$ cat src/common/vp_config.svh
// Build constants for the Videopac host block
// Clock divider ratios, memory address widths, cartridge size
// thresholds and download index values, shared by the RTL and testbench
`ifndef VP_CONFIG_SVH
`define VP_CONFIG_SVH

// System cycles per CPU enable
`define VP_CPU_DIV_NTSC 8
`define VP_CPU_DIV_PAL 12
// System cycles per VDC enable
`define VP_VDC_DIV_NTSC 6
`define VP_VDC_DIV_PAL 10

`define VP_LOAD_ADDR_W 14 // Cartridge image, up to 16K
`define VP_FONT_ADDR_W 9

// Byte counts that select the banking mode
`define VP_CART_4K 4096
`define VP_CART_8K 8192
`define VP_CART_16K 16384

`define VP_IDX_XROM 2
`define VP_IDX_FONT 3

`endif

$ cat src/common/vp_pkg.sv
// Shared types of the Videopac host block
// Import inside a module body, or use scoped names in port lists
package vp_pkg;

	// Cartridge banking mode, chosen after a download
	typedef enum logic [2:0] {
		CART_2K,
		CART_4K,
		CART_8K,
		CART_16K,
		CART_XROM
	} cart_kind_t;

	// 24-bit display colour
	typedef struct packed {
		logic [7:0] r;
		logic [7:0] g;
		logic [7:0] b;
	} rgb24_t;

	// ASCII-style code handed to the console keyboard matrix
	typedef logic [7:0] key_code_t;

endpackage

$ cat src/input/input_decoder.sv
// Keyboard and joystick front end of the console
// Turns PS/2 scancode toggles and gamepad number buttons into one-cycle
// key events, and maps both joysticks onto active-low console lines
`timescale 1ns/1ps

module input_decoder (
	input  logic               clk_sys,
	input  logic               reset,
	input  logic [10:0]        ps2_key_i, // [10] toggle, [9] pressed, [7:0] code
	input  logic [15:0]        joy0_i,
	input  logic [15:0]        joy1_i,
	input  logic               joy_swap_i,
	output logic               key_valid_o,
	output vp_pkg::key_code_t  key_code_o,
	output logic               key_released_o,
	output logic [1:0]         joy_up_n_o,
	output logic [1:0]         joy_down_n_o,
	output logic [1:0]         joy_left_n_o,
	output logic [1:0]         joy_right_n_o,
	output logic [1:0]         joy_action_n_o,
	output logic               joy_reset_n_o
);
	import vp_pkg::*;

	logic [15:0] joya;
	logic [15:0] joyb;
	logic [9:0]  joy_numpad;
	logic        ps2_event;
	logic        old_state_q;
	logic [9:0]  old_joy_q;
	logic        ps2_changed_q;
	logic        ps2_released_q;
	logic        joy_changed_q;
	logic        joy_released_q;
	key_code_t   ps2_ascii_q;
	key_code_t   joy_ascii_q;

	// Set 2 scancode to key code, extended flag not needed
	function automatic key_code_t scan_to_key(input logic [7:0] scan);
		case (scan)
			8'h16: return "1";
			8'h1E: return "2";
			8'h26: return "3";
			8'h25: return "4";
			8'h2E: return "5";
			8'h36: return "6";
			8'h3D: return "7";
			8'h3E: return "8";
			8'h46: return "9";
			8'h45: return "0";
			8'h1C: return "a";
			8'h32: return "b";
			8'h21: return "c";
			8'h23: return "d";
			8'h24: return "e";
			8'h2B: return "f";
			8'h34: return "g";
			8'h33: return "h";
			8'h43: return "i";
			8'h3B: return "j";
			8'h42: return "k";
			8'h4B: return "l";
			8'h3A: return "m";
			8'h31: return "n";
			8'h44: return "o";
			8'h4D: return "p";
			8'h15: return "q";
			8'h2D: return "r";
			8'h1B: return "s";
			8'h2C: return "t";
			8'h3C: return "u";
			8'h2A: return "v";
			8'h1D: return "w";
			8'h22: return "x";
			8'h35: return "y";
			8'h1A: return "z";
			8'h29: return " ";
			8'h79: return "+";
			8'h7B: return "-";
			8'h7C: return "*";
			8'h4A: return "/";
			8'h55: return "=";
			8'h1F: return 8'h11; // Left GUI, yes
			8'h27: return 8'h12; // Right GUI, no
			8'h5A: return 8'd10; // Enter
			8'h66: return 8'd8;  // Backspace
			default: return 8'h00;
		endcase
	endfunction

	// Lowest pressed number button wins
	function automatic key_code_t pad_to_key(input logic [9:0] pad);
		for (int i = 0; i < 9; i++) begin
			if (pad[i])
				return 8'("1" + i);
		end
		return pad[9] ? "0" : 8'h00;
	endfunction

	assign joya       = joy_swap_i ? joy1_i : joy0_i;
	assign joyb       = joy_swap_i ? joy0_i : joy1_i;
	assign joy_numpad = joy0_i[15:6] | joy1_i[15:6];
	assign ps2_event  = (old_state_q != ps2_key_i[10]);

	always_ff @(posedge clk_sys or posedge reset) begin
		if (reset) begin
			old_state_q    <= 1'b0;
			old_joy_q      <= '0;
			ps2_changed_q  <= 1'b0;
			ps2_released_q <= 1'b0;
			joy_changed_q  <= 1'b0;
			joy_released_q <= 1'b1;
			ps2_ascii_q    <= '0;
			joy_ascii_q    <= '0;
		end else begin
			old_state_q    <= ps2_key_i[10];
			old_joy_q      <= joy_numpad;
			ps2_changed_q  <= ps2_event;
			ps2_released_q <= ~ps2_key_i[9];
			joy_changed_q  <= |(joy_numpad ^ old_joy_q) & ~ps2_event;
			joy_released_q <= ~|joy_numpad;
			if (ps2_event)
				ps2_ascii_q <= scan_to_key(ps2_key_i[7:0]);
			else if (|joy_numpad)
				joy_ascii_q <= pad_to_key(joy_numpad); // Kept for the release event
		end
	end

	assign key_valid_o    = ps2_changed_q | joy_changed_q;
	assign key_code_o     = ps2_changed_q ? ps2_ascii_q : joy_ascii_q;
	assign key_released_o = ps2_released_q & joy_released_q;

	//////////////////////////////
	// Joystick lines, low when pressed, index 1 is joystick A

	assign joy_up_n_o     = {~joya[3], ~joyb[3]};
	assign joy_down_n_o   = {~joya[2], ~joyb[2]};
	assign joy_left_n_o   = {~joya[1], ~joyb[1]};
	assign joy_right_n_o  = {~joya[0], ~joyb[0]};
	assign joy_action_n_o = {~joya[4], ~joyb[4]};
	assign joy_reset_n_o  = ~(joy0_i[5] & joy1_i[5]); // Both players together

	// The console keyboard scan reads one event at a time
	a_key_pulse : assert property (@(posedge clk_sys) disable iff (reset)
		key_valid_o |=> !key_valid_o);

endmodule

$ cat config.mk
export PLATFORM = sky130hd
export DESIGN_NAME = input_decoder
export DESIGN_NICKNAME = d
export VERILOG_FILES = /design/src/common/vp_config.svh /design/src/common/vp_pkg.sv /design/src/input/input_decoder.sv
export SDC_FILE = /design/constraint.sdc
export NUM_CORES = 1
export LEC_CHECK = 0
export BUFFER_PORTS_ARGS = -buffer_cell sky130_fd_sc_hd__buf_2
export CAP_MARGIN = 10
export CORE_MARGIN = 2
export CORE_UTILIZATION = 55
export DETAILED_ROUTE_END_ITERATION = 8
export PLACE_DENSITY_LB_ADDON = 0.3
export SETUP_SLACK_MARGIN = 0.02
export SLEW_MARGIN = 20
export SYNTH_ARGS = -nofsm -noshare
export SYNTH_HDL_FRONTEND = slang
export SYNTH_SLANG_ARGS = --single-unit
$ cat constraint.sdc
create_clock -name clk_sys -period 3.5 [get_ports clk_sys]
set_input_delay 0 -clock clk_sys [delete_from_list [all_inputs] [get_ports clk_sys]]
set_output_delay 0 -clock clk_sys [all_outputs]
set_load 0.03 [all_outputs]
==> out/metrics.yaml <==
critical_path:
  r2r_slack_ns: 1.94
  crit_type: "primary input to flip-flop"
  required_ns: 3.71
  cp_max_fo: 3
  r2r_end: "ps2_ascii_q[6]$_DFFE_PP0N_"
  cp.arrival_ns: 2.09
  end_kind: "flip-flop"
  r2r_cells: 6
  r2r_start: "old_state_q$_DFF_PP0_"
  start_kind: "primary input"
die:
  ioPinCount: 67
  coreArea_um2: 3940
  start_util_pct: 56.2
  die-area_um2: 4550
  rows: 23
  die_y_um: 67.5
  die_width_um: 67.5
cells_and_area:
  areaGrowthSynthToFinish_pct: 23.8
  fin_nets: 392
  fill_cells: 322
  n_antenna_cell: 0
  drive_gt1_share_pct: 24.0
clock_tree:
  cts.clk_slew.worst_paths_ns: 0.09
  clock_sinks: 27
  root_buffer: "clkbuf_8"
  clk_path_buf_depth: 2
  cts_tree: "yes"
  numCtsBuffers: 3
  cts.htree.levels: 1
  clk_latency_ns: 0.27
routing:
  wire_per_inst_um: 15.2
  firstDrtPassIters: 5
  vias_per_cell: 5.70
  drt-total-wl_um: 5890
  drc: 0
  num_vias: 2205
  drt-initial-drc-count: 187
  drtAntennaViolNets: 0
global_route:
  grt_max_degree: 30
  overflow: 0
  grt_pass1_wl_um: 9670
  grt_pass1_vias: 2075
  antenna_found_initial: 0
  grt_usage_pct: 27.8
sta:
  hold_viol: 0
  setup_violations: 0
  whs_ns: 0.0166
  tightest_slew_ns: 0.971
  period_needed_ns: 1.88
  max-slew-margin-rel_pct: 35.2
  rsz0062_at_grt: "no"
  maxSlewViolCount: 0
  fmax_ghz: 0.531
  final.setup_skew_ns: 0.00325
  tns_ns: 0
  period_share_pct: 53.8
logic_synthesis:
  synthCells: 266
  synth-simple-area-share_pct: 19.5
  synth_edf_count: 0
  synth_largest_area_cell: "dfrtp_1"
  ys_types: 60
  muxShareOfSynthArea_pct: 8.53
  syn_area_per_cell_um2: 8.33
  async_flop_share_pct: 100
  synth_top_area_share_pct: 29.4
  ys_top_cells_by_area: "dfrtp_1, mux2i_1, nand2_1, ha_1, a21oi_1"
  synth_top_family_by_area: "compound AO/OA/AOI/OAI gates"
  synth_compound_area_share_pct: 24.7
  ys.flop_type: "dfrtp_1"
  ys_seq_area_share_pct: 30.5
  syn_nets: 320
  synth_warnings: 0
  synth_seq_cells: 27
  synth_fa_ha_area_share_pct: 4.52
  synth-xor-area-share_pct: 4.74
  synthesis.area_um2: 2220
power:
  power_density_nw_per_um2: 298
  p_leak_nw: 1.24
  ir_drop_mv: 0.163
status:
  status: "finished, final reports clean"
placement:
  dpl.hpwl_um: 4140
  portBuffers: 64
  gp_congestion: 0.930
worst_hold_path:
  hold_class: "primary input to flip-flop"
  holdPathStages: 2
  min_from: "joy1_i[12]"
  worstHoldEndpoint: "old_joy_q[6]$_DFF_PP0_"
run:
  drv_cap: 0
==> routing by layer <==
layer	track usage, %	vias up	routed length, um
met3	1.83	10	295
met2	50.0	98	2960
met4	9.95	0	114
met5	0	-	0
met1	34.8	988	2510
li1	-	1109	-
==> flip-flops by register name, indices dropped and copies added (netlist names) <==
register / cells
old_state_q: 1
old_joy_q: 10
joy_released_q: 1
joy_changed_q: 1
ps2_changed_q: 1
ps2_ascii_q: 7
joy_ascii_q: 5
ps2_released_q: 1
==> report_power, final <==
group / total [mW] / internal, mW / leakage, nW / switching (mW)
Sequential: 0.348 / 0.334 / 0.314 / 0.0139
Clock: 0.174 / 0.0797 / 0.0255 / 0.0943
Combinational: 0.297 / 0.118 / 0.902 / 0.180
==> kinds of logic after synthesis <==
group	count (synthesis)
AND/OR/NAND/NOR	84
AO/OA/AOI/OAI	81
buffers and inverters	35
flip-flops	27
multiplexers	18
XOR/XNOR	12
adder cells (fa/ha/maj)	8
other	1
==> cell usage after synthesis, types with 4 or more instances <==
master	number
nor3_1	4
nand4_1	4
ha_1	8
a21oi_1	18
clkbuf_1	8
o21ai_0	12
mux2i_1	14
o31ai_1	5
inv_1	17
o21ai_1	6
nand2_1	27
nor2_1	15
xnor2_1	9
nor2b_1	7
dfrtp_1	26
o211ai_1	6
nand2b_1	8
==> metrics by stage <==
stage | util, % | power [mW] | setup slack (ns) | area [um2] | std cells
5_1_grt | 69.6 | 0.867 | 1.44 | 2740 | 387
3_3_place_gp | 63.9 | 0.626 | 1.70 | 2520 | 365
4_1_cts | 69.6 | 0.814 | 1.67 | 2740 | 387
2_1_floorplan | - | 0.548 | 2.01 | 2220 | 266
6_report | 69.6 | 0.819 | 1.62 | 2740 | 387
3_5_place_dp | 63.9 | 0.630 | 1.68 | 2520 | 365
==> how the worst max path moves through the flow <==
stage	startpoint	end	slack (ns)	cells after the start
after floorplan	ps2_key_i[1]	ps2_ascii_q[0]$_DFFE_PP0N_	2.01	8
after detailed placement	ps2_key_i[1]	ps2_ascii_q[6]$_DFFE_PP0N_	1.68	7
after global placement	ps2_key_i[1]	ps2_ascii_q[6]$_DFFE_PP0N_	1.70	7
final	joy0_i[10]	joy_ascii_q[1]$_DFFE_PP0P_	1.62	8
after global routing	joy0_i[15]	joy_ascii_q[2]$_DFFE_PP0P_	1.44	8
after CTS	joy0_i[8]	joy_ascii_q[0]$_DFFE_PP0P_	1.67	8
==> placed cells by master (no fill, tap or decap), types with 5 or more instances in the layout <==
| cell | instances |
|---|---|
| buf_2 | 64 |
| nand2_1 | 27 |
| dfrtp_1 | 26 |
| a21oi_1 | 18 |
| dlygate4sd3_1 | 18 |
| inv_1 | 17 |
| nor2_1 | 15 |
| mux2i_1 | 14 |
| o21ai_0 | 12 |
| xnor2_1 | 9 |
| nand2b_1 | 8 |
| ha_1 | 8 |
| nor2b_1 | 7 |
| o211ai_1 | 6 |
| o21ai_1 | 6 |
| o31ai_1 | 5 |
==> repair_timing <==
| action | CTS | global route |
|---|---|---|
| endpoints found under the hold margin | 37 | 0 |
| buffers inserted | 0 | 0 |
| gates resized for setup | 0 | 0 |
| hold buffers | 18 | 0 |
==> layout make-up <==
type	instances	area [um2]	area share, %
tap	50	62.6	2.28
inverter	19	71.3	2.60
multi-input combinational	204	1380	50.3
timing repair buffer	83	508	18.5
sequential	27	677	24.7
clock buffer	3	41.3	1.50
clock inverter	1	5.00	0.182
==> worst max-delay path, cell delays in order <==
cell	delay [ns]
dlygate4sd3_1	0.57
buf_2	0.14
nor2_1	0.19
dlygate4sd3_1	0.60
inv_1	0.06
o31ai_1	0.32
nand4_1	0.13
nand2_1	0.08
Note: power is estimated with default switching activity, not from simulation.
