**src/common/vp_config.svh**
```systemverilog
// Build constants for the Videopac host block
// Clock divider ratios, memory address widths, cartridge size
// thresholds and download index values, shared by the RTL and testbench
`ifndef VP_CONFIG_SVH
`define VP_CONFIG_SVH

// System cycles per CPU enable
`define VP_CPU_DIV_NTSC 8
`define VP_CPU_DIV_PAL 12
// System cycles per VDC enable
`define VP_VDC_DIV_NTSC 6
`define VP_VDC_DIV_PAL 10

`define VP_LOAD_ADDR_W 14 // Cartridge image, up to 16K
`define VP_FONT_ADDR_W 9

// Byte counts that select the banking mode
`define VP_CART_4K 4096
`define VP_CART_8K 8192
`define VP_CART_16K 16384

`define VP_IDX_XROM 2
`define VP_IDX_FONT 3

`endif

```
**src/common/vp_pkg.sv**
```systemverilog
// Shared types of the Videopac host block
// Import inside a module body, or use scoped names in port lists
package vp_pkg;

	// Cartridge banking mode, chosen after a download
	typedef enum logic [2:0] {
		CART_2K,
		CART_4K,
		CART_8K,
		CART_16K,
		CART_XROM
	} cart_kind_t;

	// 24-bit display colour
	typedef struct packed {
		logic [7:0] r;
		logic [7:0] g;
		logic [7:0] b;
	} rgb24_t;

	// ASCII-style code handed to the console keyboard matrix
	typedef logic [7:0] key_code_t;

endpackage

```
**src/hdl/palette_lut.sv**
```systemverilog
// Colour lookup for the VDC output
// Indexes a calibrated NTSC or PAL palette by the {r,g,b,luma} code
`timescale 1ns/1ps

module palette_lut (
	input  logic            r_i,
	input  logic            g_i,
	input  logic            b_i,
	input  logic            luma_i,
	input  logic            pal_palette_i,
	output vp_pkg::rgb24_t  rgb_o
);
	import vp_pkg::*;

	localparam rgb24_t NTSC_LUT [16] = '{
		24'h000000, // Black
		24'h676767,
		24'h1a37be, // Blue
		24'h5c80f6,
		24'h006d07, // Green
		24'h56c469,
		24'h2aaabe, // Cyan
		24'h77e6eb,
		24'h790000, // Red
		24'hc75151,
		24'h94309f, // Violet
		24'hdc84e8,
		24'h77670b, // Yellow
		24'hc6b86a,
		24'hcecece, // White
		24'hffffff
	};

	// Flatter colours of the European machine
	localparam rgb24_t PAL_LUT [16] = '{
		24'h000000, 24'h494949,
		24'h0000b6, 24'h4949ff,
		24'h00b601, 24'h49ff49,
		24'h00b6c9, 24'h49ffff,
		24'hb60000, 24'hff4949,
		24'hb600b6, 24'hff49ff,
		24'hb6b600, 24'hffff49,
		24'hb6b6b6, 24'hffffff
	};

	logic [3:0] idx;

	assign idx   = {r_i, g_i, b_i, luma_i}; // Odd entries are the bright ones
	assign rgb_o = pal_palette_i ? PAL_LUT[idx] : NTSC_LUT[idx];

endmodule

```
**config.mk**
```make
export PLATFORM = sky130hd
export DESIGN_NAME = palette_lut
export DESIGN_NICKNAME = d
export VERILOG_FILES = /design/src/common/vp_config.svh /design/src/common/vp_pkg.sv /design/src/hdl/palette_lut.sv
export SDC_FILE = /design/constraint.sdc
export NUM_CORES = 1
export LEC_CHECK = 0
export BUFFER_PORTS_ARGS = -buffer_cell sky130_fd_sc_hd__buf_2
export CELL_PAD_IN_SITES_DETAIL_PLACEMENT = 1
export CELL_PAD_IN_SITES_GLOBAL_PLACEMENT = 2
export CORE_UTILIZATION = 28
export DETAILED_ROUTE_END_ITERATION = 10
export PLACE_DENSITY = 0.93
export SYNTH_ARGS = -nofsm -noshare
export SYNTH_HDL_FRONTEND = slang
export SYNTH_SLANG_ARGS = --single-unit
```
**constraint.sdc**
```tcl
create_clock -name vclk -period 1.45
set_clock_uncertainty 0.05 [all_clocks]
set_input_delay 0 -clock vclk [all_inputs]
set_output_delay 0 -clock vclk [all_outputs]
set_load 0.005 [all_outputs]
```
==> results of run 1 <==
-- routing by layer --
| layer | GRT usage [%] | vias to the layer above |
|---|---|---|
| met4 | 3.741 | 0 |
| met5 | 0 | - |
| li1 | - | 514 |
| met1 | 25.44 | 534 |
| met3 | 1.116 | 2 |
| met2 | 33.39 | 28 |
-- cells in the final DEF (no fill, tap or decap), types with 4 or more instances in the layout --
master | synthesis | final
nand2b_1 | 7 | 7
ha_1 | 8 | 7
nor2_1 | 7 | 7
buf_4 | 3 | 9
o21ai_1 | 8 | 8
nand2_1 | 10 | 10
a21oi_1 | 15 | 15
mux2i_1 | 9 | 9
inv_2 | 4 | 4
buf_2 | 8 | 29
-- path summary, 6_finish.rpt --
| path | from | to | slack (ns) | depth (start not counted) |
|---|---|---|---|---|
| max | b_i | rgb_o[0] | 0.12 | 7 |
| min | b_i | rgb_o[7] | 0.34 | 3 |
-- worst min-delay path, cell delays in order --
cell	delay, ns
buf_2	0.12
buf_12	0.15
buf_2	0.12
-- power groups by stage --
stage	combinational [µW]	clock, µW	sequential (µW)
2_1_floorplan	236	0	0
3_3_place_gp	359	0	0
3_5_place_dp	372	0	0
4_1_cts	373	0	0
5_1_grt	411	0	0
6_report	376	0	0
-- metrics by stage --
step	instances	hold WS, ns	total power, µW	cell area [µm²]	util [%]
after floorplan	127	0.03082	236.0	868.3	-
after global placement	184	0.3302	358.9	1062	37.24
after detailed placement	184	0.3303	371.7	1062	37.24
after CTS	184	0.3315	373.2	1062	37.24
after global routing	184	0.3540	411.2	1065	37.32
final	184	0.3386	375.6	1065	37.32
-- kinds of logic (layout without fill, tap and decap cells) --
group | Yosys count | in the layout | share of synthesized area [%]
xor+xnor | 1 | 1 | 1.009
mux | 11 | 11 | 12.97
buf+inv | 20 | 46 | 11.96
simple gates | 36 | 36 | 21.90
compound gates | 51 | 51 | 40.63
fa+ha+maj | 8 | 8 | 11.53
-- final cells by class --
| class | instances | area (µm²) | area share [%] |
|---|---|---|---|
| inverters | 7 | 26.28 | 2.468 |
| multi-input cells | 107 | 767.0 | 72.03 |
| repair buffers | 39 | 232.7 | 21.86 |
| well taps | 31 | 38.79 | 3.643 |
==> summary.md, run 1 <==
| Metric | Value |
|---|---|
| Pint | `167.5 µW` |
| Seq_cells | `0` |
| DR top layer | `met4` |
| Metal3 WL | `101 µm` |
| Most Frequent Cell on Critical Path | `buf_2` |
| Peak supply drop | `0.08094 mV` |
| PnR worst setup slack | `0.1248 ns` |
| Fin. max-slew vios | `0` |
| Share of the synthesized area in the top cell type | `11.53%` |
| Setup CP Type | `input pin to output port` |
| CP startpoint kind | `input pin` |
| Most common cell in the netlist | `a21oi_1` |
| Failing checks | `design-rule violations` |
| Slowest CP cell | `ha_2` |
| Width of the die | `57.69 µm` |
| Synth top area cells | `ha_1, mux2i_1, a21oi_1, nand2b_1, buf_2` |
| Crit path max-delay family | `buffers and inverters` |
| Fraction of layout cells with a size suffix above 1 | `33.33%` |
| Synth cell types | `41` |
| Routed wl met2 | `1553 µm` |
| GRT Overall Usage | `18.86%` |
| Reg area | `0 µm²` |
| Maxcap violations | `0` |
| Pre-CTS setup slack | `0.09156 ns` |
| Post-CTS sizing | `0` |
| Syn nets | `140` |
| Seq pwr share | `0%` |
| Yosys Warn Count | `0` |
| Post-DP HPWL | `2362 µm` |
| Switching share of power | `55.42%` |
| Core ar. | `0.002853 mm²` |
| Period utilisation layout | `91.39%` |
| Ant. Diodes | `0` |
| Placer Congestion | `0.8402` |
| Starting Density | `30.44%` |
| CLK BUF | `0` |
| CP Max Fanout | `7` |
| DRT iter0 DRCs | `42` |
| Global route overflow | `0` |
| Drt drc | `4` |
| Most frequent cells after synthesis | `a21oi_1, nand2_1, mux2i_1` |
| Power per cell area | `352.8 mW/mm²` |
| WL per Instance | `16.95 µm` |
| Cell Chain, Critical Path | `buf_2, inv_1, ha_2, buf_4, mux2i_1, o221ai_1, buf_2` |
| Outcome | `finished, violations left` |
| # fillers | `373` |
| Antenna viol nets, final | `0` |
| DRT Pass-1 Iters | `7` |
| Mean Syn Cell Area | `6.837 µm²` |
| Final Net Count | `168` |
| CTS Hold Bufs | `0` |
| Sequential area share after synthesis | `0%` |
| Clock power frac | `0%` |
| Initial antenna violation count | `0` |
| RSZ-0062 raised after global routing | `false` |
| Boundary Pins | `29` |
| Port-buffer cells | `29` |
| Final setup viols | `0` |
| Die height | `57.69 µm` |
| Largest net degree at the start of global routing | `21` |
| Total Wirelength | `3118 µm` |
| Worst setup EP type | `output port` |
| FMAX | `754.6 MHz` |
| CP peak stage delay | `0.42 ns` |
| Wire length on met1 | `1445 µm` |
| Post-Synthesis Cells | `127` |
| Static leakage | `0.0005206 µW` |
| Total negative slack | `0 ns` |
| Vias | `1078` |
| Buffer and inverter count on the worst path | `4` |
| Data required, critical path | `1.40 ns` |
| Post-route minimum period | `1.325 ns` |
| Min-Delay Path Class | `input pin to output port` |
| Final hold vios | `0` |
| Postcts setup bufs | `0` |
| DR vias/cell | `5.859` |
| First-pass GRT wire length | `5154 µm` |
| P&R area growth vs syn | `22.62%` |
| Vias in the first global route | `1075` |
| Combinational Power Share | `100.0%` |
| Slew HR | `76.37%` |
| Switch Pwr | `208.2 µW` |
| Die ar. | `0.003328 mm²` |
| Yosys top cell by area | `ha_1` |
| Worst-Margin Slew | `0.3545 ns` |
| Crit path DAT | `1.28 ns` |
| Rows | `19` |
| Mapped Area | `868.3 µm²` |
(Power assumes the default switching activity.)
==> run 2: changes to the inputs <==
--- a/config.mk
+++ b/config.mk
@@ -5,12 +5,13 @@
 export SDC_FILE = /design/constraint.sdc
 export NUM_CORES = 1
 export LEC_CHECK = 0
+export ABC_CLOCK_PERIOD_IN_PS = 1100
 export BUFFER_PORTS_ARGS = -buffer_cell sky130_fd_sc_hd__buf_2
 export CELL_PAD_IN_SITES_DETAIL_PLACEMENT = 1
 export CELL_PAD_IN_SITES_GLOBAL_PLACEMENT = 2
-export CORE_UTILIZATION = 28
+export CORE_UTILIZATION = 26
 export DETAILED_ROUTE_END_ITERATION = 10
-export PLACE_DENSITY = 0.93
+export PLACE_DENSITY = 0.91
 export SYNTH_ARGS = -nofsm -noshare
 export SYNTH_HDL_FRONTEND = slang
 export SYNTH_SLANG_ARGS = --single-unit
==> constraint.sdc (replaced) <==
create_clock -name vclk -period 1.1
set_clock_uncertainty 0.05 [all_clocks]
set_input_delay 0 -clock vclk [all_inputs]
set_output_delay 0 -clock vclk [all_outputs]
set_load 0.005 [all_outputs]
==> run 2 against run 1 <==
Compared with the run above:
- the run now ends clean
- final cell count rose by 16%
- hold slack worse by 0.20 ns
- utilization up 7.7 points
- sequential share of layout area unchanged
- count of clock-buffer cells in the layout is the same
- non-clock buffer count grew 17
- first-iteration DRC count increased by 17%
- wire length is 9.0% higher
- worst setup slack got worse by 0.12 ns
- combinational power up 68%
- largest cell class unchanged
==> summary.md, run 2 (synthesis gave the netlist of run 1 again) <==
| Metric | Value |
|---|---|
| Fin. max-slew vios | `0 (unchanged)` |
| Die ar. | `0.003575 mm² (+7.4%)` |
| Starting Density | `27.98% (-2.5 points)` |
| Worst-Margin Slew | `0.2556 ns (-0.09895 ns)` |
| Outcome | `completed` |
| Post-place instance area | `0.001261 mm² (+19%)` |
| CLK BUF | `0 (unchanged)` |
| Static leakage | `0.0006374 µW (+22%)` |
| DRT Pass-1 Iters | `4 (-3)` |
| Drt drc | `0 (-4)` |
| Post-route minimum period | `1.099 ns` |
| Antenna viol nets, final | `0 (unchanged)` |
| Peak supply drop | `0.1803 mV (+120%)` |
| Initial antenna violation count | `0 (unchanged)` |
| Total Wirelength | `3398 µm (+9.0%)` |
| Fraction of layout cells with a size suffix above 1 | `50.00% (+17 points)` |
| WL per Instance | `15.88 µm (-6.3%)` |
| Seq_cells | `0 (unchanged)` |
| Data required, critical path | `1.05 ns (-0.35 ns)` |
| RSZ-0062 raised after global routing | `true` |
| Vias | `1143 (+6.0%)` |
| Most common cell after layout, fill and taps aside | `buf_2` |
| Width of the die | `59.79 µm (+3.6%)` |
| FMAX | `909.9 MHz` |
| Worst setup EP type | `output port` |
| Core ar. | `0.003103 mm² (+8.8%)` |
| Largest net degree at the start of global routing | `18 (-14%)` |
| Final hold slack | `0.1399 ns (-0.1987 ns)` |
| Final hold vios | `0 (unchanged)` |
| Min-Delay Path Class | `input pin to output port` |
| Maxcap violations | `0 (unchanged)` |
| Power per cell area | `452.6 mW/mm² (+28%)` |
| Post-DP HPWL | `2641 µm (+12%)` |
| CP startpoint kind | `input pin` |
| Setup CP Type | `input pin to output port` |
| Commonest non-fill, non-tap cells in the layout | `buf_2, buf_4, a21oi_1, nand2_1` |
| First-pass GRT wire length | `5540 µm (+7.5%)` |
| Port-buffer cells | `29 (unchanged)` |
| Rows | `20 (+1)` |
| P&R area growth vs syn | `60.95%` |
| Vias in the first global route | `1117 (+3.9%)` |
| DRT iter0 DRCs | `49 (+17%)` |
| Period utilisation layout | `99.91%` |
| CP Max Fanout | `5 (-2)` |
| Placer Congestion | `0.8489 (+1.0%)` |
| Boundary Pins | `29 (unchanged)` |
| Final Net Count | `185 (+10%)` |
| Ant. Diodes | `0 (unchanged)` |
| Slew HR | `82.78% (+6.4 points)` |
| Post-layout instance area | `0.001398 mm² (+31%)` |
| # fillers | `407 (+9.1%)` |
| Global route overflow | `0 (unchanged)` |
| GRT Overall Usage | `19.75% (+0.89 points)` |
| Die height | `59.79 µm (+3.6%)` |
| Crit path DAT | `1.05 ns (-0.23 ns)` |
| Reg area | `0 µm² (unchanged)` |
| Final setup viols | `0 (unchanged)` |
| DR vias/cell | `5.341 (-8.8%)` |
==> run 2: changes by cell type in the layout (fill, tap and decap cells not counted), moves of 4 or more <==
cell	delta
a21oi_1	-4
a21oi_2	+4
buf_12	+4
buf_4	+12
ha_1	-6
ha_4	+5
==> run 2: metrics by stage <==
stage               setup slack [ns]  util [%]  TNS [ns]  std cells  total power (µW)
floorplan                   0.009097         -         0        127             324.4
global placement             -0.1403     40.65    -1.089        213             556.3
detailed placement           -0.1696     40.65    -1.728        213             572.8
CTS                         0.002948     43.91         0        214             612.4
global route                -0.02730     45.04  -0.07598        214             680.8
finish                     0.0009763     45.04         0        214             632.5
==> run 2: metal layers <==
layer / up-vias / track usage [%] / wire, µm
li1: 550 / - / -
met2: 31 / 34.92 / 1721
met4: 0 / 2.326 / 19
met5: - / 0 / 0
met1: 560 / 27.28 / 1551
met3: 2 / 0.4329 / 104
==> run 2: what timing repair did <==
action / 4_1_cts / 5_1_grt
buffers inserted: 1 / 0
pin swaps: 7 / 2
hold buffers: 0 / 0
gates resized for setup: 23 / 9
setup endpoints to repair: 17 / 13
==> run 2: worst paths after layout <==
check  from  endpoint  slack (ns)  cells past startpoint
min     b_i  rgb_o[7]        0.14                      2
max     b_i  rgb_o[2]       0.001                      7
==> run 2: critical path, stage by stage <==
cell and delay (ns):
buf_8 0.11, buf_12 0.13, ha_4 0.16, or3_4 0.33, o211ai_2 0.08, o221ai_2 0.10, buf_2 0.13
==> run 2: layout make-up <==
| type | count | area, µm² | share of cell area [%] |
|---|---|---|---|
| inverters | 7 | 33.78 | 2.417 |
| multi-input cells | 107 | 874.6 | 62.58 |
| well taps | 44 | 55.05 | 3.939 |
| repair buffers | 56 | 434.2 | 31.07 |
==> run 2: power by group <==
part / internal (µW) / switching (µW) / total [µW]
Clock: 0 / 0 / 0
Sequential: 0 / 0 / 0
Combinational: 320 / 312 / 632
Total: 320 / 312 / 632
==> run 3: changes to the inputs <==
--- a/config.mk
+++ b/config.mk
@@ -5,13 +5,15 @@
 export SDC_FILE = /design/constraint.sdc
 export NUM_CORES = 1
 export LEC_CHECK = 0
-export ABC_CLOCK_PERIOD_IN_PS = 1100
+export ABC_CLOCK_PERIOD_IN_PS = 1000
 export BUFFER_PORTS_ARGS = -buffer_cell sky130_fd_sc_hd__buf_2
 export CELL_PAD_IN_SITES_DETAIL_PLACEMENT = 1
 export CELL_PAD_IN_SITES_GLOBAL_PLACEMENT = 2
+export CORE_ASPECT_RATIO = 1.25
 export CORE_UTILIZATION = 26
 export DETAILED_ROUTE_END_ITERATION = 10
 export PLACE_DENSITY = 0.91
+export REMOVE_ABC_BUFFERS = 1
 export SYNTH_ARGS = -nofsm -noshare
 export SYNTH_HDL_FRONTEND = slang
 export SYNTH_SLANG_ARGS = --single-unit
==> constraint.sdc (replaced) <==
create_clock -name vclk -period 1
set_clock_uncertainty 0.05 [all_clocks]
set_input_delay 0 -clock vclk [all_inputs]
set_output_delay 0 -clock vclk [all_outputs]
set_load 0.005 [all_outputs]
==> run 3 against run 2 <==
Compared with the run above:
- the flow now finishes with violations (negative setup slack)
- wire length grew 37%
- critical path depth stayed put
- utilization increased by 7.3 points
- worst setup slack lost 0.13 ns
- critical path type unchanged
- largest power group unchanged
==> summary.md, run 3 (synthesis gave the netlist of run 1 again) <==
| Metric | Value |
|---|---|
| Port-buffer cells | `29 (unchanged)` |
| Switching share of power | `49.79% (+0.38 points)` |
| Placer Congestion | `0.9063 (+6.8%)` |
| Cell Chain, Critical Path | `buf_8, buf_8, ha_4, or3_4, o211ai_2, o221ai_2, buf_2` |
| CP peak stage delay | `0.34 ns (about the same)` |
| GRT Overall Usage | `25.78% (+6.0 points)` |
| P&R area growth vs syn | `92.51%` |
| Die height | `66.61 µm (+11%)` |
| Setup CP Type | `input pin to output port` |
| Slew HR | `79.37% (-3.4 points)` |
| Hold Path End | `rgb_o[6]` |
| CP Max Fanout | `5 (unchanged)` |
| Initial antenna violation count | `0 (unchanged)` |
| WL per Instance | `20.60 µm (+30%)` |
| WHS Path Cells | `5 (+3)` |
| Core ar. | `0.003194 mm² (+2.9%)` |
| Seq pwr share | `0% (unchanged)` |
| Final Net Count | `204 (+10%)` |
| Width of the die | `53.69 µm (-10%)` |
| DRT iter0 DRCs | `47 (-4.1%)` |
| Worst setup EP type | `output port` |
| Total Wirelength | `4656 µm (+37%)` |
| Ant. Diodes | `0 (unchanged)` |
| Vias | `1250 (+9.4%)` |
| Failing checks | `negative setup slack` |
| Static leakage | `0.0007661 µW (+20%)` |
| Switch Pwr | `428.6 µW (+37%)` |
| Fraction of layout cells with a size suffix above 1 | `67.20% (+17 points)` |
| Maxcap violations | `0 (unchanged)` |
| Hold path startpoint | `luma_i` |
| CTS Hold Bufs | `0 (unchanged)` |
| Most Frequent Cell on Critical Path | `buf_8` |
| Combinational Power Share | `100.0% (about the same)` |
| Antenna viol nets, final | `0 (unchanged)` |
| Drt drc | `0 (unchanged)` |
| Clock power frac | `0% (unchanged)` |
| Commonest non-fill, non-tap cells in the layout | `buf_4, buf_2, a21oi_2, nand2_1, mux2i_1` |
| Pint | `432.3 µW (+35%)` |
| Global route overflow | `0 (unchanged)` |
| Post-place instance area | `0.001280 mm² (+1.5%)` |
| Reg area | `0 µm² (unchanged)` |
| Data required, critical path | `0.95 ns (-0.10 ns)` |
| CLK BUF | `0 (unchanged)` |
| Crit path DAT | `1.08 ns (+0.03 ns)` |
| Post-DP HPWL | `2998 µm (+14%)` |
| Worst-Margin Slew | `0.3084 ns (+0.05280 ns)` |
| Rows | `23 (+15%)` |
| Starting Density | `27.18% (-0.80 points)` |
| Largest net degree at the start of global routing | `15 (-3)` |
| Seq_cells | `0 (unchanged)` |
| Pre-CTS setup slack | `-0.3257 ns (-0.1561 ns)` |
| DR vias/cell | `5.531 (+3.6%)` |
| Final hold vios | `0 (unchanged)` |
| First-pass GRT wire length | `6748 µm (+22%)` |
| Power per cell area | `515.0 mW/mm² (+14%)` |
| Vias in the first global route | `1337 (+20%)` |
| Boundary Pins | `29 (unchanged)` |
| Post-route minimum period | `1.129 ns` |
| Final setup viols | `19 (+19)` |
| Most common cell after layout, fill and taps aside | `buf_4` |
| Period utilisation layout | `112.9%` |
| Outcome | `finished, violations left` |
| Die ar. | `0.003576 mm² (about the same)` |
| Fin. max-slew vios | `0 (unchanged)` |
| RSZ-0062 raised after global routing | `true` |
| FMAX | `885.8 MHz` |
| Min-Delay Path Class | `input pin to output port` |
| DRT Pass-1 Iters | `4 (unchanged)` |
| Slowest CP cell | `or3_4` |
| Post-layout instance area | `0.001672 mm² (+20%)` |
| Peak supply drop | `0.2248 mV (+25%)` |
| PnR worst setup slack | `-0.1289 ns (-0.1298 ns)` |
| CP startpoint kind | `input pin` |
run 3: changes by cell type in the layout (fill, tap and decap cells not counted), moves of 2 or more:
cell,previous run,this run
a21oi_1,11,5
a21oi_2,4,10
buf_12,5,1
buf_2,27,24
buf_4,21,39
buf_8,2,7
clkbuf_4,0,2
nand2b_1,7,4
nand2b_4,0,3
nor2_1,6,4
nor2b_4,0,2
run 3: power groups by stage:
stage	clock network, µW	registers [µW]	logic (µW)
after floorplan	0	0	279
after global placement	0	0	606
after detailed placement	0	0	633
after CTS	0	0	792
after global routing	0	0	912
final	0	0	861
run 3: layout make-up:
class	instances	area [µm²]
Tap cell	37	46.29
Multi-Input combinational cell	107	1011
Timing Repair Buffer	75	575.6
Fill cell	386	1523
Inverter	7	38.79
run 3: how the worst max path moves through the flow:
stage	startpoint	to	slack, ns	cells past startpoint
floorplan	luma_i	rgb_o[8]	-0.01	4
global placement	b_i	rgb_o[4]	-0.28	7
detailed placement	luma_i	rgb_o[12]	-0.33	7
CTS	b_i	rgb_o[2]	-0.17	7
global route	b_i	rgb_o[8]	-0.16	6
finish	b_i	rgb_o[2]	-0.13	7
run 3: per-layer routing:
metal  up-vias  share of wire [%]  global-route usage (%)  wire length [µm]
li1        586                  -                       -                 -
met1       624                 40                   29.57              1873
met2        27                 55                   47.38              2574
met3        13                1.5                   1.826                71
met4         0                2.9                   9.539               136
met5         -                  0                       0                 0
run 3: stage by stage:
step           util, %  instances  setup TNS, ns  power (µW)  hold WS (ns)
2_1_floorplan        -        114      -0.009997       279.5      -0.05000
3_3_place_gp     40.07        218         -3.559       605.7        0.4172
3_5_place_dp     40.07        218         -4.808       633.3        0.4137
4_1_cts          50.14        226         -1.018       791.8        0.4554
5_1_grt          52.33        226         -2.136       912.0        0.4961
6_report         52.33        226         -1.408       860.8        0.4588
run 3: worst max-delay path: cells and delay by family:
family	cells	cell delay [ns]
AND/OR/NAND/NOR	1	0.34
adder cells (fa/ha/maj)	1	0.18
AO/OA/AOI/OAI	2	0.20
buffers and inverters	3	0.36
run 3: what timing repair did:
action,in CTS,in global routing
pin swaps,20,15
setup endpoints to repair,20,22
resized for setup,63,18
setup buffers,8,1
