[src/common/vp_config.svh]
// Build constants for the Videopac host block
// Clock divider ratios, memory address widths, cartridge size
// thresholds and download index values, shared by the RTL and testbench
`ifndef VP_CONFIG_SVH
`define VP_CONFIG_SVH

// System cycles per CPU enable
`define VP_CPU_DIV_NTSC 8
`define VP_CPU_DIV_PAL 12
// System cycles per VDC enable
`define VP_VDC_DIV_NTSC 6
`define VP_VDC_DIV_PAL 10

`define VP_LOAD_ADDR_W 14 // Cartridge image, up to 16K
`define VP_FONT_ADDR_W 9

// Byte counts that select the banking mode
`define VP_CART_4K 4096
`define VP_CART_8K 8192
`define VP_CART_16K 16384

`define VP_IDX_XROM 2
`define VP_IDX_FONT 3

`endif

[src/common/vp_pkg.sv]
// Shared types of the Videopac host block
// Import inside a module body, or use scoped names in port lists
package vp_pkg;

	// Cartridge banking mode, chosen after a download
	typedef enum logic [2:0] {
		CART_2K,
		CART_4K,
		CART_8K,
		CART_16K,
		CART_XROM
	} cart_kind_t;

	// 24-bit display colour
	typedef struct packed {
		logic [7:0] r;
		logic [7:0] g;
		logic [7:0] b;
	} rgb24_t;

	// ASCII-style code handed to the console keyboard matrix
	typedef logic [7:0] key_code_t;

endpackage

[src/hdl/vp_ctrl.sv]
// Machine control for the Videopac host block
// Holds the console in core reset, makes the CPU and VDC clock enables,
// tracks cartridge downloads and steers download writes to the memories
`timescale 1ns/1ps
`include "vp_config.svh"

module vp_ctrl (
	input  logic                clk_sys,
	input  logic                reset,
	input  logic                pal_i,
	input  logic                reset_button_i,
	input  logic                ioctl_download_i,
	input  logic                ioctl_wr_i,
	input  logic [7:0]          ioctl_index_i,
	output logic                core_reset_o,
	output logic                clk_cpu_en_o,
	output logic                clk_vdc_en_o,
	output logic                cart_we_o,
	output logic                font_we_o,
	output vp_pkg::cart_kind_t  cart_kind_o
);
	import vp_pkg::*;

	logic                      old_pal_q;
	logic                      old_download_q;
	logic                      core_rst_d;
	logic [3:0]                cpu_ctr_q;
	logic [3:0]                vdc_ctr_q;
	logic [3:0]                cpu_last;
	logic [3:0]                vdc_last;
	logic [`VP_LOAD_ADDR_W:0]  cart_size_q; // One bit wider to hold 16K
	logic                      xrom_q;
	logic                      cart_idx;

	assign core_rst_d = reset_button_i | ioctl_download_i | (pal_i != old_pal_q);
	assign cpu_last = pal_i ? 4'(`VP_CPU_DIV_PAL - 1) : 4'(`VP_CPU_DIV_NTSC - 1);
	assign vdc_last = pal_i ? 4'(`VP_VDC_DIV_PAL - 1) : 4'(`VP_VDC_DIV_NTSC - 1);

	//////////////////////////////
	// Core reset and clock enables

	always_ff @(posedge clk_sys or posedge reset) begin
		if (reset) begin
			old_pal_q    <= 1'b0;
			core_reset_o <= 1'b1;
			cpu_ctr_q    <= '0;
			vdc_ctr_q    <= '0;
			clk_cpu_en_o <= 1'b0;
			clk_vdc_en_o <= 1'b0;
		end else begin
			old_pal_q    <= pal_i;
			core_reset_o <= core_rst_d;
			if (core_rst_d) begin // Dividers restart with the core
				cpu_ctr_q    <= '0;
				vdc_ctr_q    <= '0;
				clk_cpu_en_o <= 1'b0;
				clk_vdc_en_o <= 1'b0;
			end else begin
				clk_cpu_en_o <= (cpu_ctr_q >= cpu_last);
				cpu_ctr_q    <= (cpu_ctr_q >= cpu_last) ? '0 : cpu_ctr_q + 4'd1;
				clk_vdc_en_o <= (vdc_ctr_q >= vdc_last);
				vdc_ctr_q    <= (vdc_ctr_q >= vdc_last) ? '0 : vdc_ctr_q + 4'd1;
			end
		end
	end

	//////////////////////////////
	// Download tracking

	assign cart_idx  = (ioctl_index_i[1:0] < 2'd3);
	assign cart_we_o = ioctl_download_i & ioctl_wr_i & cart_idx;
	assign font_we_o = ioctl_download_i & ioctl_wr_i & ~cart_idx;

	// A font load leaves the cartridge size and mode alone
	always_ff @(posedge clk_sys or posedge reset) begin
		if (reset) begin
			old_download_q <= 1'b0;
			cart_size_q    <= '0;
			xrom_q         <= 1'b0;
		end else begin
			old_download_q <= ioctl_download_i;
			if (ioctl_download_i && !old_download_q && cart_idx) begin
				cart_size_q <= (`VP_LOAD_ADDR_W + 1)'(cart_we_o);
				xrom_q      <= (ioctl_index_i == 8'(`VP_IDX_XROM));
			end else if (cart_we_o) begin
				cart_size_q <= cart_size_q + 1'b1;
			end
		end
	end

	always_comb begin
		if (xrom_q)
			cart_kind_o = CART_XROM;
		else if (cart_size_q == (`VP_LOAD_ADDR_W + 1)'(`VP_CART_4K))
			cart_kind_o = CART_4K;
		else if (cart_size_q == (`VP_LOAD_ADDR_W + 1)'(`VP_CART_8K))
			cart_kind_o = CART_8K;
		else if (cart_size_q == (`VP_LOAD_ADDR_W + 1)'(`VP_CART_16K))
			cart_kind_o = CART_16K;
		else
			cart_kind_o = CART_2K; // Any other size
	end

	// Each download byte lands in exactly one memory
	a_we_excl : assert property (@(posedge clk_sys) disable iff (reset)
		!(cart_we_o && font_we_o));

endmodule

[config.mk]
export PLATFORM = sky130hd
export DESIGN_NAME = vp_ctrl
export DESIGN_NICKNAME = d
export VERILOG_FILES = /design/src/common/vp_pkg.sv /design/src/hdl/vp_ctrl.sv
export VERILOG_INCLUDE_DIRS = /design/src /design/src/common
export SDC_FILE = /design/constraint.sdc
export NUM_CORES = 1
export LEC_CHECK = 0
export ABC_CLOCK_PERIOD_IN_PS = 1960
export BUFFER_PORTS_ARGS = -buffer_cell sky130_fd_sc_hd__buf_2
export CORE_ASPECT_RATIO = 0.5
export CORE_MARGIN = 3
export CORE_UTILIZATION = 51
export CTS_CLUSTER_SIZE = 20
export DETAILED_ROUTE_END_ITERATION = 8
export PLACE_DENSITY = 0.72
export SLEW_MARGIN = 30
export SYNTH_ARGS = -nofsm -noshare
export SYNTH_HDL_FRONTEND = slang
export SYNTH_SLANG_ARGS = --single-unit
[constraint.sdc]
create_clock -name clk_sys -period 1.96 [get_ports clk_sys]
set_clock_uncertainty 0.2 [all_clocks]
set_input_delay 0.098 -clock clk_sys [delete_from_list [all_inputs] [get_ports clk_sys]]
set_output_delay 0.098 -clock clk_sys [all_outputs]
set_load 0.01 [all_outputs]
==> results.md, run 1 <==
* Outcome: finished, final reports clean
* Worst-skew pair later-pin latency at 290 ps
* IO Pins at 22
* Initial antenna violation count at 0
* Clock sinks at 29
* CTS tree: done
* # port buffers at 21
* Largest net degree at the start of global routing at 18
* Compound-gate portion of the synthesized area at 8.51%
* Drt total wl at 2.97 mm
* Layout Area Growth over Synthesis at 25.6%
* ANT cells at 0
* Slew HR at 68.5%
* 1st-pass router iterations at 4
* Crit start category: register
* CP cell instances: inv_1 > ha_1 > nor4b_4 > nand3_2 > nor3_2 > buf_2
* DRT antenna net count at 0
* Max-slew violations at 0
* Final setup fails at 0
* Row count at 13
* Net Sw Frac at 23.6%
* DP HPWL at 2.06 mm
* Slew @ Worst Pin at 472 ps
* CTS Buffer Depth at 2
* Hold/Removal Path Class: in -> reg
* PD cells at 729 mW/mm^2
* Die ar. at 0.00373 mm^2
* Slowest-stage cell, CP: dfrtp_2
* Die height at 44.7 um
* LEAKAGE at 0.927 nW
* H-tree depth at 2
* Sw Pwr at 0.000330 W
* Final hold vios at 0
* Clock power frac at 43.5%
* Arrival @ worst endpoint at 1590 ps
* Internal power at 0.00107 W
* Synth Area in Simple Gates at 24.5%
* DRC Markers at 0
* XOR/XNOR share of the synthesized area at 7.45%
* VDD IR-drop max at 408 uV
* Final Cycle Share at 96.1%
* Starting density of the core at 56.3%
* Syn_area_per_cell at 9.86 um^2
* Core area at 0.00272 mm^2
* Max_cap viols at 0
* Dpl ws at 136 ps
* Worst setup margin at 76.9 ps
* F_max at 531 MHz
* Crit path required time at 1660 ps
* Sequential share of power at 45.3%
* Post-Synthesis Cells at 155
* Power, Total at 0.00140 W
* Worst Setup End Kind: output port
* DR vias at 1210
* Crit Path Category: reg -> out
* Final nets at 215
* First-pass GRT wire length at 4.92 mm
* Area after DPL at 0.00168 mm^2
* Via/cell ratio at 5.28
* Fin area at 0.00192 mm^2
* Total grt overflow at 0
* Post-synth net total at 179
* CTS Root Buffer Type: clkbuf_8
* Fraction of layout cells with a size suffix above 1 at 24.0%
* Vias in the first global route at 1139
* Post-synthesis mux area share at 0%
* R2R setup slack at 150 ps
* Fin crit period at 1880 ps
* Yosys Warn Count at 0
* Clock transition at the registers of the reported paths at 60 ps
* Post-synthesis cell area at 0.00153 mm^2
* Avg WL per Cell at 13.0 um
* Post-Synth Adder-Cell Area at 8.18%
* Comb pwr share at 11.2%
* Chip width at 83.4 um
* Critical path fanouts, max at 5
* TritonCTS buffer count at 5
* Fin util at 70.7%
* Synth unique cells at 36
* Largest family of logic cells by synthesized area: simple AND/OR/NAND/NOR gates
* Synthesized flop and latch total at 29
* Sequential-to-total area share from yosys stat at 47.5%
* 1st-iter DRT viols at 61
* Routability cong. at 0.776
* CP peak stage delay at 430 ps
* Gr usage total at 17.3%
## registers in the layout (all words and copies together) (netlist names)
register	flops
cpu_ctr_q	4
core_reset_o	1
old_pal_q	1
vdc_ctr_q	4
old_download_q	1
clk_cpu_en_o	1
clk_vdc_en_o	1
xrom_q	1
cart_size_q	15
## path summary, 6_finish.rpt
kind	start	end	cells after the start
max	cart_size_q[0]	cart_kind_o[1]	6
min	ioctl_index_i[1]	cart_size_q[2]	4
max reg2reg	cart_size_q[0]	cart_size_q[14]	5
min reg2reg	cpu_ctr_q[0]	cpu_ctr_q[0]	1
max in group asynchronous	reset	cart_size_q[0]	4
min in group asynchronous	reset	clk_vdc_en_o	3
## metrics by stage
step,setup TNS [ps],std cells,hold slack (ps)
after floorplan,0,155,-70.6
after global placement,0,211,-71.8
after detailed placement,0,211,-58.7
after CTS,0,227,66.5
after global routing,-118,229,93.1
final,0,229,69.4
## power by group through the flow
stage          Clock (W)  Combinational (W)  Sequential (W)
2_1_floorplan          0          0.0000746        0.000642
3_3_place_gp           0           0.000114        0.000644
3_5_place_dp           0           0.000117        0.000645
4_1_cts         0.000614           0.000130        0.000634
5_1_grt         0.000647           0.000179        0.000638
6_report        0.000609           0.000156        0.000634
## cell families (layout without fill, tap and decap cells)
logic type                 Yosys count  in the layout
AOI/OAI and AO/OA                   23             23
and+or+nand+nor                     66             66
xor gates and xnor gates            13             13
adders and majority gates           10             10
DFF                                 29             29
buffers and inverters               14             51
## critical path, delay by kind of cell, from the launching register on
kind,cells,cell delay (ps)
adder cells (fa/ha/maj),1,190
buffers and inverters,2,200
flip-flops,1,430
AND/OR/NAND/NOR,3,480
## layer usage
layer	GRT usage (%)	vias up	wire [um]
met5	0	-	0
met4	8.65	0	44
met3	5.46	5	77
met2	29.3	11	1470
met1	20.8	581	1380
li1	-	613	-
## synthesized netlist by cell type (all sizes together)
cell type	count	area, um^2
clkbuf	3	11.3
nor3	2	10.0
xnor2	4	35.0
o21ai	6	30.0
a31oi	1	6.26
or4	1	7.51
nor2b	1	6.26
a21o	2	15.0
dfstp	1	26.3
and2	3	18.8
buf	2	12.5
inv	9	33.8
nand2	7	28.8
nor4	3	18.8
and4	4	37.5
nand2b	4	25.0
dfrtp	28	701
ha	10	125
or3	7	43.8
xor2	9	78.8
and3	2	13.8
nor4b	2	17.5
a21oi	11	55.1
o31ai	2	15.0
nor2	16	60.1
nand3	9	50.1
a211o	1	8.76
nand4	5	37.5
## layout make-up
class	count	area [um^2]
Sequential cell	29	728
Inverter	9	33.8
Tap cell	37	46.3
Clock inverter	2	35.0
Clock buffer	6	72.6
Timing Repair Buffer	34	223
Fill cell	193	796
Multi-Input combinational cell	112	782
## timing repair
action / in CTS / in global routing
hold buffers: 8 / 0
endpoints found under the setup margin: 2 / 8
endpoints found under the hold margin: 19 / 0
setup buffers: 0 / 2
pin swaps: 1 / 2
gates resized for setup: 1 / 7
## layout by cell type (no fill, tap or decap), drive strengths merged
| master | n |
|---|---|
| and2 | 3 |
| xor2 | 9 |
| a31oi | 1 |
| dfstp | 1 |
| and3 | 2 |
| buf | 26 |
| or4 | 1 |
| a211o | 1 |
| clkbuf | 6 |
| nand3 | 9 |
| nor3 | 2 |
| a21oi | 11 |
| or3 | 7 |
| nor4 | 3 |
| dlygate4sd3 | 8 |
| nand2 | 7 |
| nand4 | 5 |
| dfrtp | 28 |
| a21o | 2 |
| bufinv | 1 |
| inv | 9 |
| xnor2 | 4 |
| o21ai | 6 |
| and4 | 4 |
| nor2 | 16 |
| o31ai | 2 |
| nor4b | 2 |
| nor2b | 1 |
| ha | 10 |
| nand2b | 4 |
| clkinv | 1 |
Power figures use the tool's default switching activity.
==> inputs of run 2 (changes only) <==
--- a/config.mk
+++ b/config.mk
@@ -8,12 +8,16 @@
 export LEC_CHECK = 0
 export ABC_CLOCK_PERIOD_IN_PS = 1960
 export BUFFER_PORTS_ARGS = -buffer_cell sky130_fd_sc_hd__buf_2
+export CELL_PAD_IN_SITES_DETAIL_PLACEMENT = 2
+export CELL_PAD_IN_SITES_GLOBAL_PLACEMENT = 2
 export CORE_ASPECT_RATIO = 0.5
 export CORE_MARGIN = 3
-export CORE_UTILIZATION = 51
+export CORE_UTILIZATION = 37
+export CTS_BUF_LIST = sky130_fd_sc_hd__clkbuf_4 sky130_fd_sc_hd__clkbuf_8
 export CTS_CLUSTER_SIZE = 20
 export DETAILED_ROUTE_END_ITERATION = 8
-export PLACE_DENSITY = 0.72
+export PLACE_DENSITY_LB_ADDON = 0.1
+export REMOVE_ABC_BUFFERS = 1
 export SLEW_MARGIN = 30
 export SYNTH_ARGS = -nofsm -noshare
 export SYNTH_HDL_FRONTEND = slang
==> run 2 against run 1 <==
  * The flow now finishes with violations (setup timing)
  * Sequential cell count did not move
  * Combinational power rose by 40%
  * Die area rose by 34%
  * Non-clock buffer count rose by 3
  * Clock power fell by 4.4%
  * Register-to-register slack got worse by 140 ps
  * Utilization fell by 16 points
  * Critical path depth did not move
  * Hold slack got worse by 56 ps
  * Via count rose by 16%
  * Total power rose by 2.7%
  * Sequential power barely moved
  * Largest cell class unchanged
  * Highest routed layer unchanged
==> results.md, run 2 (synthesis gave the netlist of run 1 again) <==
* Most common cell after layout, fill and taps aside: dfrtp_1
* CP Depth at 6 (unchanged)
* Chip width at 96.9 um (+16%)
* Vias in the first global route at 1590 (+40%)
* Arrival @ worst endpoint at 1720 ps (+130 ps)
* ANT cells at 0 (unchanged)
* Non-Filler Instances at 246 (+7.4%)
* Crit Path Category: reg -> out
* Worst setup margin at -60.3 ps (-137 ps)
* Via/cell ratio at 5.71 (+8.1%)
* Max-slew violations at 0 (unchanged)
* H-tree depth at 2 (unchanged)
* DRC Markers at 0 (unchanged)
* Worst path buffer plus inverter count at 2 (unchanged)
* Final setup fails at 2 (+2)
* Crit path required time at 1660 ps (about the same)
* Max_cap viols at 0 (unchanged)
* Fraction of layout cells with a size suffix above 1 at 29.2% (+5.3 points)
* Gr usage total at 26.3% (+9.0 points)
* DRT antenna net count at 0 (unchanged)
* Filler Cells Inserted at 349 (+81%)
* DR vias at 1405 (+16%)
* Dpl ws at 92.9 ps (-43.2 ps)
* Initial antenna violation count at 0 (unchanged)
* TritonCTS buffer count at 5 (unchanged)
* CTS Root Buffer Type: clkbuf_8
* CP top delay family: simple AND/OR/NAND/NOR gates
* Clock transition at the registers of the reported paths at 80 ps (+20 ps)
* CTS tree: done
* Starting density of the core at 41.4% (-15 points)
* Critical path fanouts, max at 2 (-3)
* # port buffers at 21 (unchanged)
* F_max at 495 MHz (-6.8%)
* Slew @ Worst Pin at 448 ps (-24.1 ps)
* CTS Buffer Depth at 2 (unchanged)
* Placed Cells at 226 (+7.1%)
* Die height at 51.5 um (+15%)
* Total grt overflow at 0 (unchanged)
* Final hold vios at 0 (unchanged)
* Commonest cells after routing, fill and taps aside: 27 x dfrtp_1, 21 x buf_2, 16 x nor2_1
* CP cell instances: inv_2 > ha_4 > nor4b_4 > nand3_2 > nor3_4 > buf_2
* 1st-pass router iterations at 4 (unchanged)
* 1st-iter DRT viols at 49 (-20%)
* Biggest register: cart_size_q
* Clock sinks at 29 (unchanged)
* PD cells at 705 mW/mm^2 (-3.3%)
* VDD IR-drop max at 631 uV (+55%)
* Die ar. at 0.00499 mm^2 (+34%)
* Worst Setup End Kind: output port
* Biggest regs: cart_size_q: 15 flops, cpu_ctr_q: 4 flops, vdc_ctr_q: 4 flops
* Largest net degree at the start of global routing at 30 (+12)
* Worst-skew pair later-pin latency at 290 ps (about the same)
* Avg WL per Cell at 25.3 um (+95%)
* Slowest-stage cell, CP: dfrtp_1
* Worst Hold Path Cells at 3 (-1)
* Slew HR at 69.9% (+1.4 points)
* LEAKAGE at 0.956 nW (+3.2%)
* Failing checks: setup timing
* Final Cycle Share at 103% (+7.0 points)
* Final nets at 218 (+1.4%)
* Layout Area Growth over Synthesis at 33.3%
* Max reg flops at 15 (unchanged)
* DP HPWL at 3.14 mm (+53%)
* Crit start category: register
* Core area at 0.00370 mm^2 (+36%)
* Hold/Removal Path Class: in -> reg
* Outcome: finished, violations left
* First-pass GRT wire length at 9.47 mm (+93%)
* RSZ-0062 raised after global routing: true
* Row count at 15 (+2)
* Drt total wl at 6.22 mm (+110%)
* Cell count of the worst reg-to-reg path at 6 (+1)
* Fin crit period at 2020 ps (+137 ps)
* IO Pins at 22 (unchanged)
* CP peak stage delay at 400 ps (-30 ps)
* Routability cong. at 0.727 (-6.3%)
==> run 2: cell count changes in the layout (fill, tap and decap cells not counted), sizes merged <==
cell / delta
buf: +1
bufinv: -1
clkbuf: +1
dlygate4sd3: +2
==> run 2: final timing paths <==
kind	slack, ps	end	startpoint
worst max-delay path	-60	cart_kind_o[0]	cart_size_q[1]
worst min-delay path	10	cart_size_q[0]	ioctl_download_i
min in group asynchronous	310	cart_size_q[0]	reset
worst min register to register	290	cpu_ctr_q[0]	cpu_ctr_q[0]
max in group asynchronous	940	core_reset_o	reset
worst max register to register	10	cart_size_q[14]	cart_size_q[0]
==> run 2: layout make-up <==
| class | count | area [um^2] | share of cell area, % |
|---|---|---|---|
| Sequential cell | 29 | 728 | 35.7 |
| Clock inverter | 1 | 5.00 | 0.246 |
| Inverter | 9 | 33.8 | 1.66 |
| Tap cell | 51 | 63.8 | 3.13 |
| Timing Repair Buffer | 37 | 250 | 12.3 |
| Multi-Input combinational cell | 112 | 861 | 42.2 |
| Clock buffer | 7 | 96.3 | 4.73 |
==> run 2: worst min-delay path, cell delays in order <==
cell and delay, ps:
buf_2 110, nand2b_1 140, a31oi_1 110
==> run 2: metal layers <==
metal	GRT usage, %	share of wire [%]	vias to the layer above
li1	-	-	617
met1	29.7	43	722
met2	45.9	48	42
met3	7.36	5.1	24
met4	14.9	4.0	0
met5	0	0	-
==> run 2: through the flow <==
stage	utilization, %	cell area (um^2)	hold slack [ps]	setup TNS, ps	total power [W]
after floorplan	-	1510	-70.6	0	0.000714
after global placement	46.1	1700	-5.56	0	0.000762
after detailed placement	46.1	1700	10.7	0	0.000775
after CTS	52.8	1950	14.8	0	0.00139
after global routing	55.1	2040	45.1	-377	0.00149
final	55.1	2040	12.9	-79.7	0.00144
==> run 2: what timing repair did <==
action / 4_1_cts / 5_1_grt
buffers inserted: 2 / 0
resized for setup: 7 / 18
endpoints found under the setup margin: 2 / 6
endpoints found under the hold margin: 33 / 0
gates cloned: 0 / 0
hold buffers: 10 / 0
pin swaps: 3 / 3
==> run 2: where the power goes <==
| group | internal, W | leakage (nW) | switching [W] | total [W] |
|---|---|---|---|---|
| logic | 0.0000930 | 0.511 | 0.000125 | 0.000218 |
| registers | 0.000616 | 0.391 | 0.0000204 | 0.000637 |
| clock network | 0.000318 | 0.0542 | 0.000265 | 0.000582 |
==> inputs of run 3 (changes only) <==
--- a/config.mk
+++ b/config.mk
@@ -17,6 +17,7 @@
 export CTS_CLUSTER_SIZE = 20
 export DETAILED_ROUTE_END_ITERATION = 8
 export PLACE_DENSITY_LB_ADDON = 0.1
+export RECOVER_POWER = 25
 export REMOVE_ABC_BUFFERS = 1
 export SLEW_MARGIN = 30
 export SYNTH_ARGS = -nofsm -noshare
==> run 3 against run 2 <==
  * Critical endpoint unchanged
  * Register-to-register slack about the same
  * Sequential share of layout area grew 0.066 points
  * Final cell count is the same
  * Utilization shrank 0.10 points
  * Largest cell class unchanged
  * Combinational power about the same
  * Critical path depth is the same
  * Largest power group unchanged
  * Total power is 0.43% lower
  * The run still ends with setup timing left
  * Highest routed layer unchanged
==> results.md, run 3 (synthesis gave the netlist of run 1 again) <==
* Worst setup margin at -52.0 ps (+8.26 ps)
* Fin util at 55.0% (-0.10 points)
* Avg WL per Cell at 25.2 um (-0.18%)
* F_max at 497 MHz (+0.41%)
* Worst-skew pair later-pin latency at 290 ps (about the same)
* CTS Root Buffer Type: clkbuf_8
* R2r startpoint: cart_size_q[0]
* Final hold vios at 0 (unchanged)
* Biggest regs: cart_size_q: 15 flops, cpu_ctr_q: 4 flops, vdc_ctr_q: 4 flops
* TritonCTS buffer count at 5 (unchanged)
* Critical path fanouts, max at 2 (unchanged)
* LEAKAGE at 0.953 nW (-0.36%)
* Clock sinks at 29 (unchanged)
* Largest net degree at the start of global routing at 30 (unchanged)
* Arrival @ worst endpoint at 1710 ps (about the same)
* Outcome: finished, violations left
* RSZ-0062 raised after global routing: true
* Crit start category: register
* DRT antenna net count at 0 (unchanged)
* Gr usage total at 26.3% (unchanged)
* Chip width at 96.9 um (unchanged)
* Die height at 51.5 um (unchanged)
* Biggest register: cart_size_q
* H-tree depth at 2 (unchanged)
* # port buffers at 21 (unchanged)
* Slew HR at 49.0% (-21 points)
* DR vias at 1407 (+0.14%)
* Slew @ Worst Pin at 765 ps (+317 ps)
* Commonest cells after routing, fill and taps aside: 27 x dfrtp_1, 20 x buf_2, 16 x nor2_1
* First-pass GRT wire length at 9.47 mm (unchanged)
* Worst Setup End Kind: output port
* Clock transition at the registers of the reported paths at 80 ps (about the same)
* Cell count of the worst reg-to-reg path at 6 (unchanged)
* CTS tree: done
* Hold/Removal Path Class: in -> reg
* Fin crit period at 2010 ps (-8.26 ps)
* Total grt overflow at 0 (unchanged)
* Layout Area Growth over Synthesis at 33.1%
* Crit path required time at 1660 ps (about the same)
* Worst Hold Launch: ioctl_download_i
* R2R setup slack at 10 ps (about the same)
* Max_cap viols at 0 (unchanged)
* R2R Path End: cart_size_q[14]
* Fraction of layout cells with a size suffix above 1 at 28.7% (-0.51 points)
* Filler Cells Inserted at 351 (+0.57%)
* CTS Buffer Depth at 2 (unchanged)
* Starting density of the core at 41.4% (unchanged)
* Die ar. at 0.00499 mm^2 (unchanged)
* Max reg flops at 15 (unchanged)
* Area of the multi-input gates at 861 um^2 (unchanged)
* FF+latch area at 728 um^2 (unchanged)
* IO Pins at 22 (unchanged)
* 1st-pass router iterations at 4 (unchanged)
* Final nets at 218 (unchanged)
* Via/cell ratio at 5.72 (+0.14%)
* Worst Hold Path Cells at 3 (unchanged)
* Most common cell after layout, fill and taps aside: dfrtp_1
* Failing checks: setup timing
* Dpl ws at 92.9 ps (unchanged)
* Worst hold endpoint: cart_size_q[0]
* Initial antenna violation count at 0 (unchanged)
* Routability cong. at 0.727 (unchanged)
* Core area at 0.00370 mm^2 (unchanged)
* Crit Path Category: reg -> out
* Power, Total at 0.00143 W (-0.43%)
* Final Cycle Share at 103% (-0.42 points)
* Drt total wl at 6.21 mm (-0.18%)
* 1st-iter DRT viols at 43 (-12%)
* Row count at 15 (unchanged)
* Final setup fails at 2 (unchanged)
* PD cells at 703 mW/mm^2 (-0.24%)
* DP HPWL at 3.14 mm (unchanged)
* Max-slew violations at 0 (unchanged)
* ANT cells at 0 (unchanged)
* VDD IR-drop max at 631 uV (-0.14%)
* DRC Markers at 0 (unchanged)
* Vias in the first global route at 1590 (unchanged)
-- run 3: repair_timing --
action	4_1_cts	5_1_grt
setup buffers	2	0
gates resized for setup	7	18
endpoints found under the setup margin	2	6
hold buffers	10	0
pin swaps	3	3
hold endpoints to repair	33	0
-- run 3: worst max path at each step --
stage	to	cells after the start	from
4_1_cts	cart_kind_o[1]	6	cart_size_q[1]
5_1_grt	cart_size_q[7]	4	cart_size_q[2]
3_5_place_dp	cart_size_q[14]	5	cart_size_q[0]
2_1_floorplan	cart_size_q[14]	5	cart_size_q[0]
3_3_place_gp	cart_size_q[14]	5	cart_size_q[0]
6_report	cart_kind_o[0]	6	cart_size_q[1]
-- run 3: power by group --
part | switching, W | internal, W | leakage (nW)
clock network | 0.000260 | 0.000318 | 0.0542
registers | 0.0000204 | 0.000616 | 0.391
logic | 0.000124 | 0.0000921 | 0.507
total | 0.000405 | 0.00103 | 0.953
-- run 3: critical path, cell delays in order (launching register included) --
cell and delay (ps):
dfrtp_1 400, inv_2 90, ha_4 140, nor4b_4 220
nand3_2 180, nor3_4 230, buf_2 170
-- run 3: routing by layer --
layer / vias up / share of wire [%] / track usage [%]
met1: 714 / 43 / 29.7
met5: - / 0 / 0
li1: 620 / - / -
met4: 0 / 3.7 / 14.9
met2: 51 / 48 / 45.9
met3: 22 / 5.4 / 7.36
-- run 3: per-stage QoR --
stage               instance area, um^2  hold slack [ps]  TNS (ps)  std cells
finish                             2030             12.4     -63.6        246
global route                       2030             42.9      -377        246
floorplan                          1510            -70.6         0        150
CTS                                1950             14.8         0        246
detailed placement                 1700             10.7         0        226
global placement                   1700            -5.56         0        226
-- run 3: cell type report --
cell class              instances  area share, %
clock buffers                   7           4.74
clock inverters                 1          0.246
inverters                       9           1.66
multi-input cells             112           42.3
flip-flops and latches         29           35.8
well taps                      51           3.14
repair buffers                 37           12.1
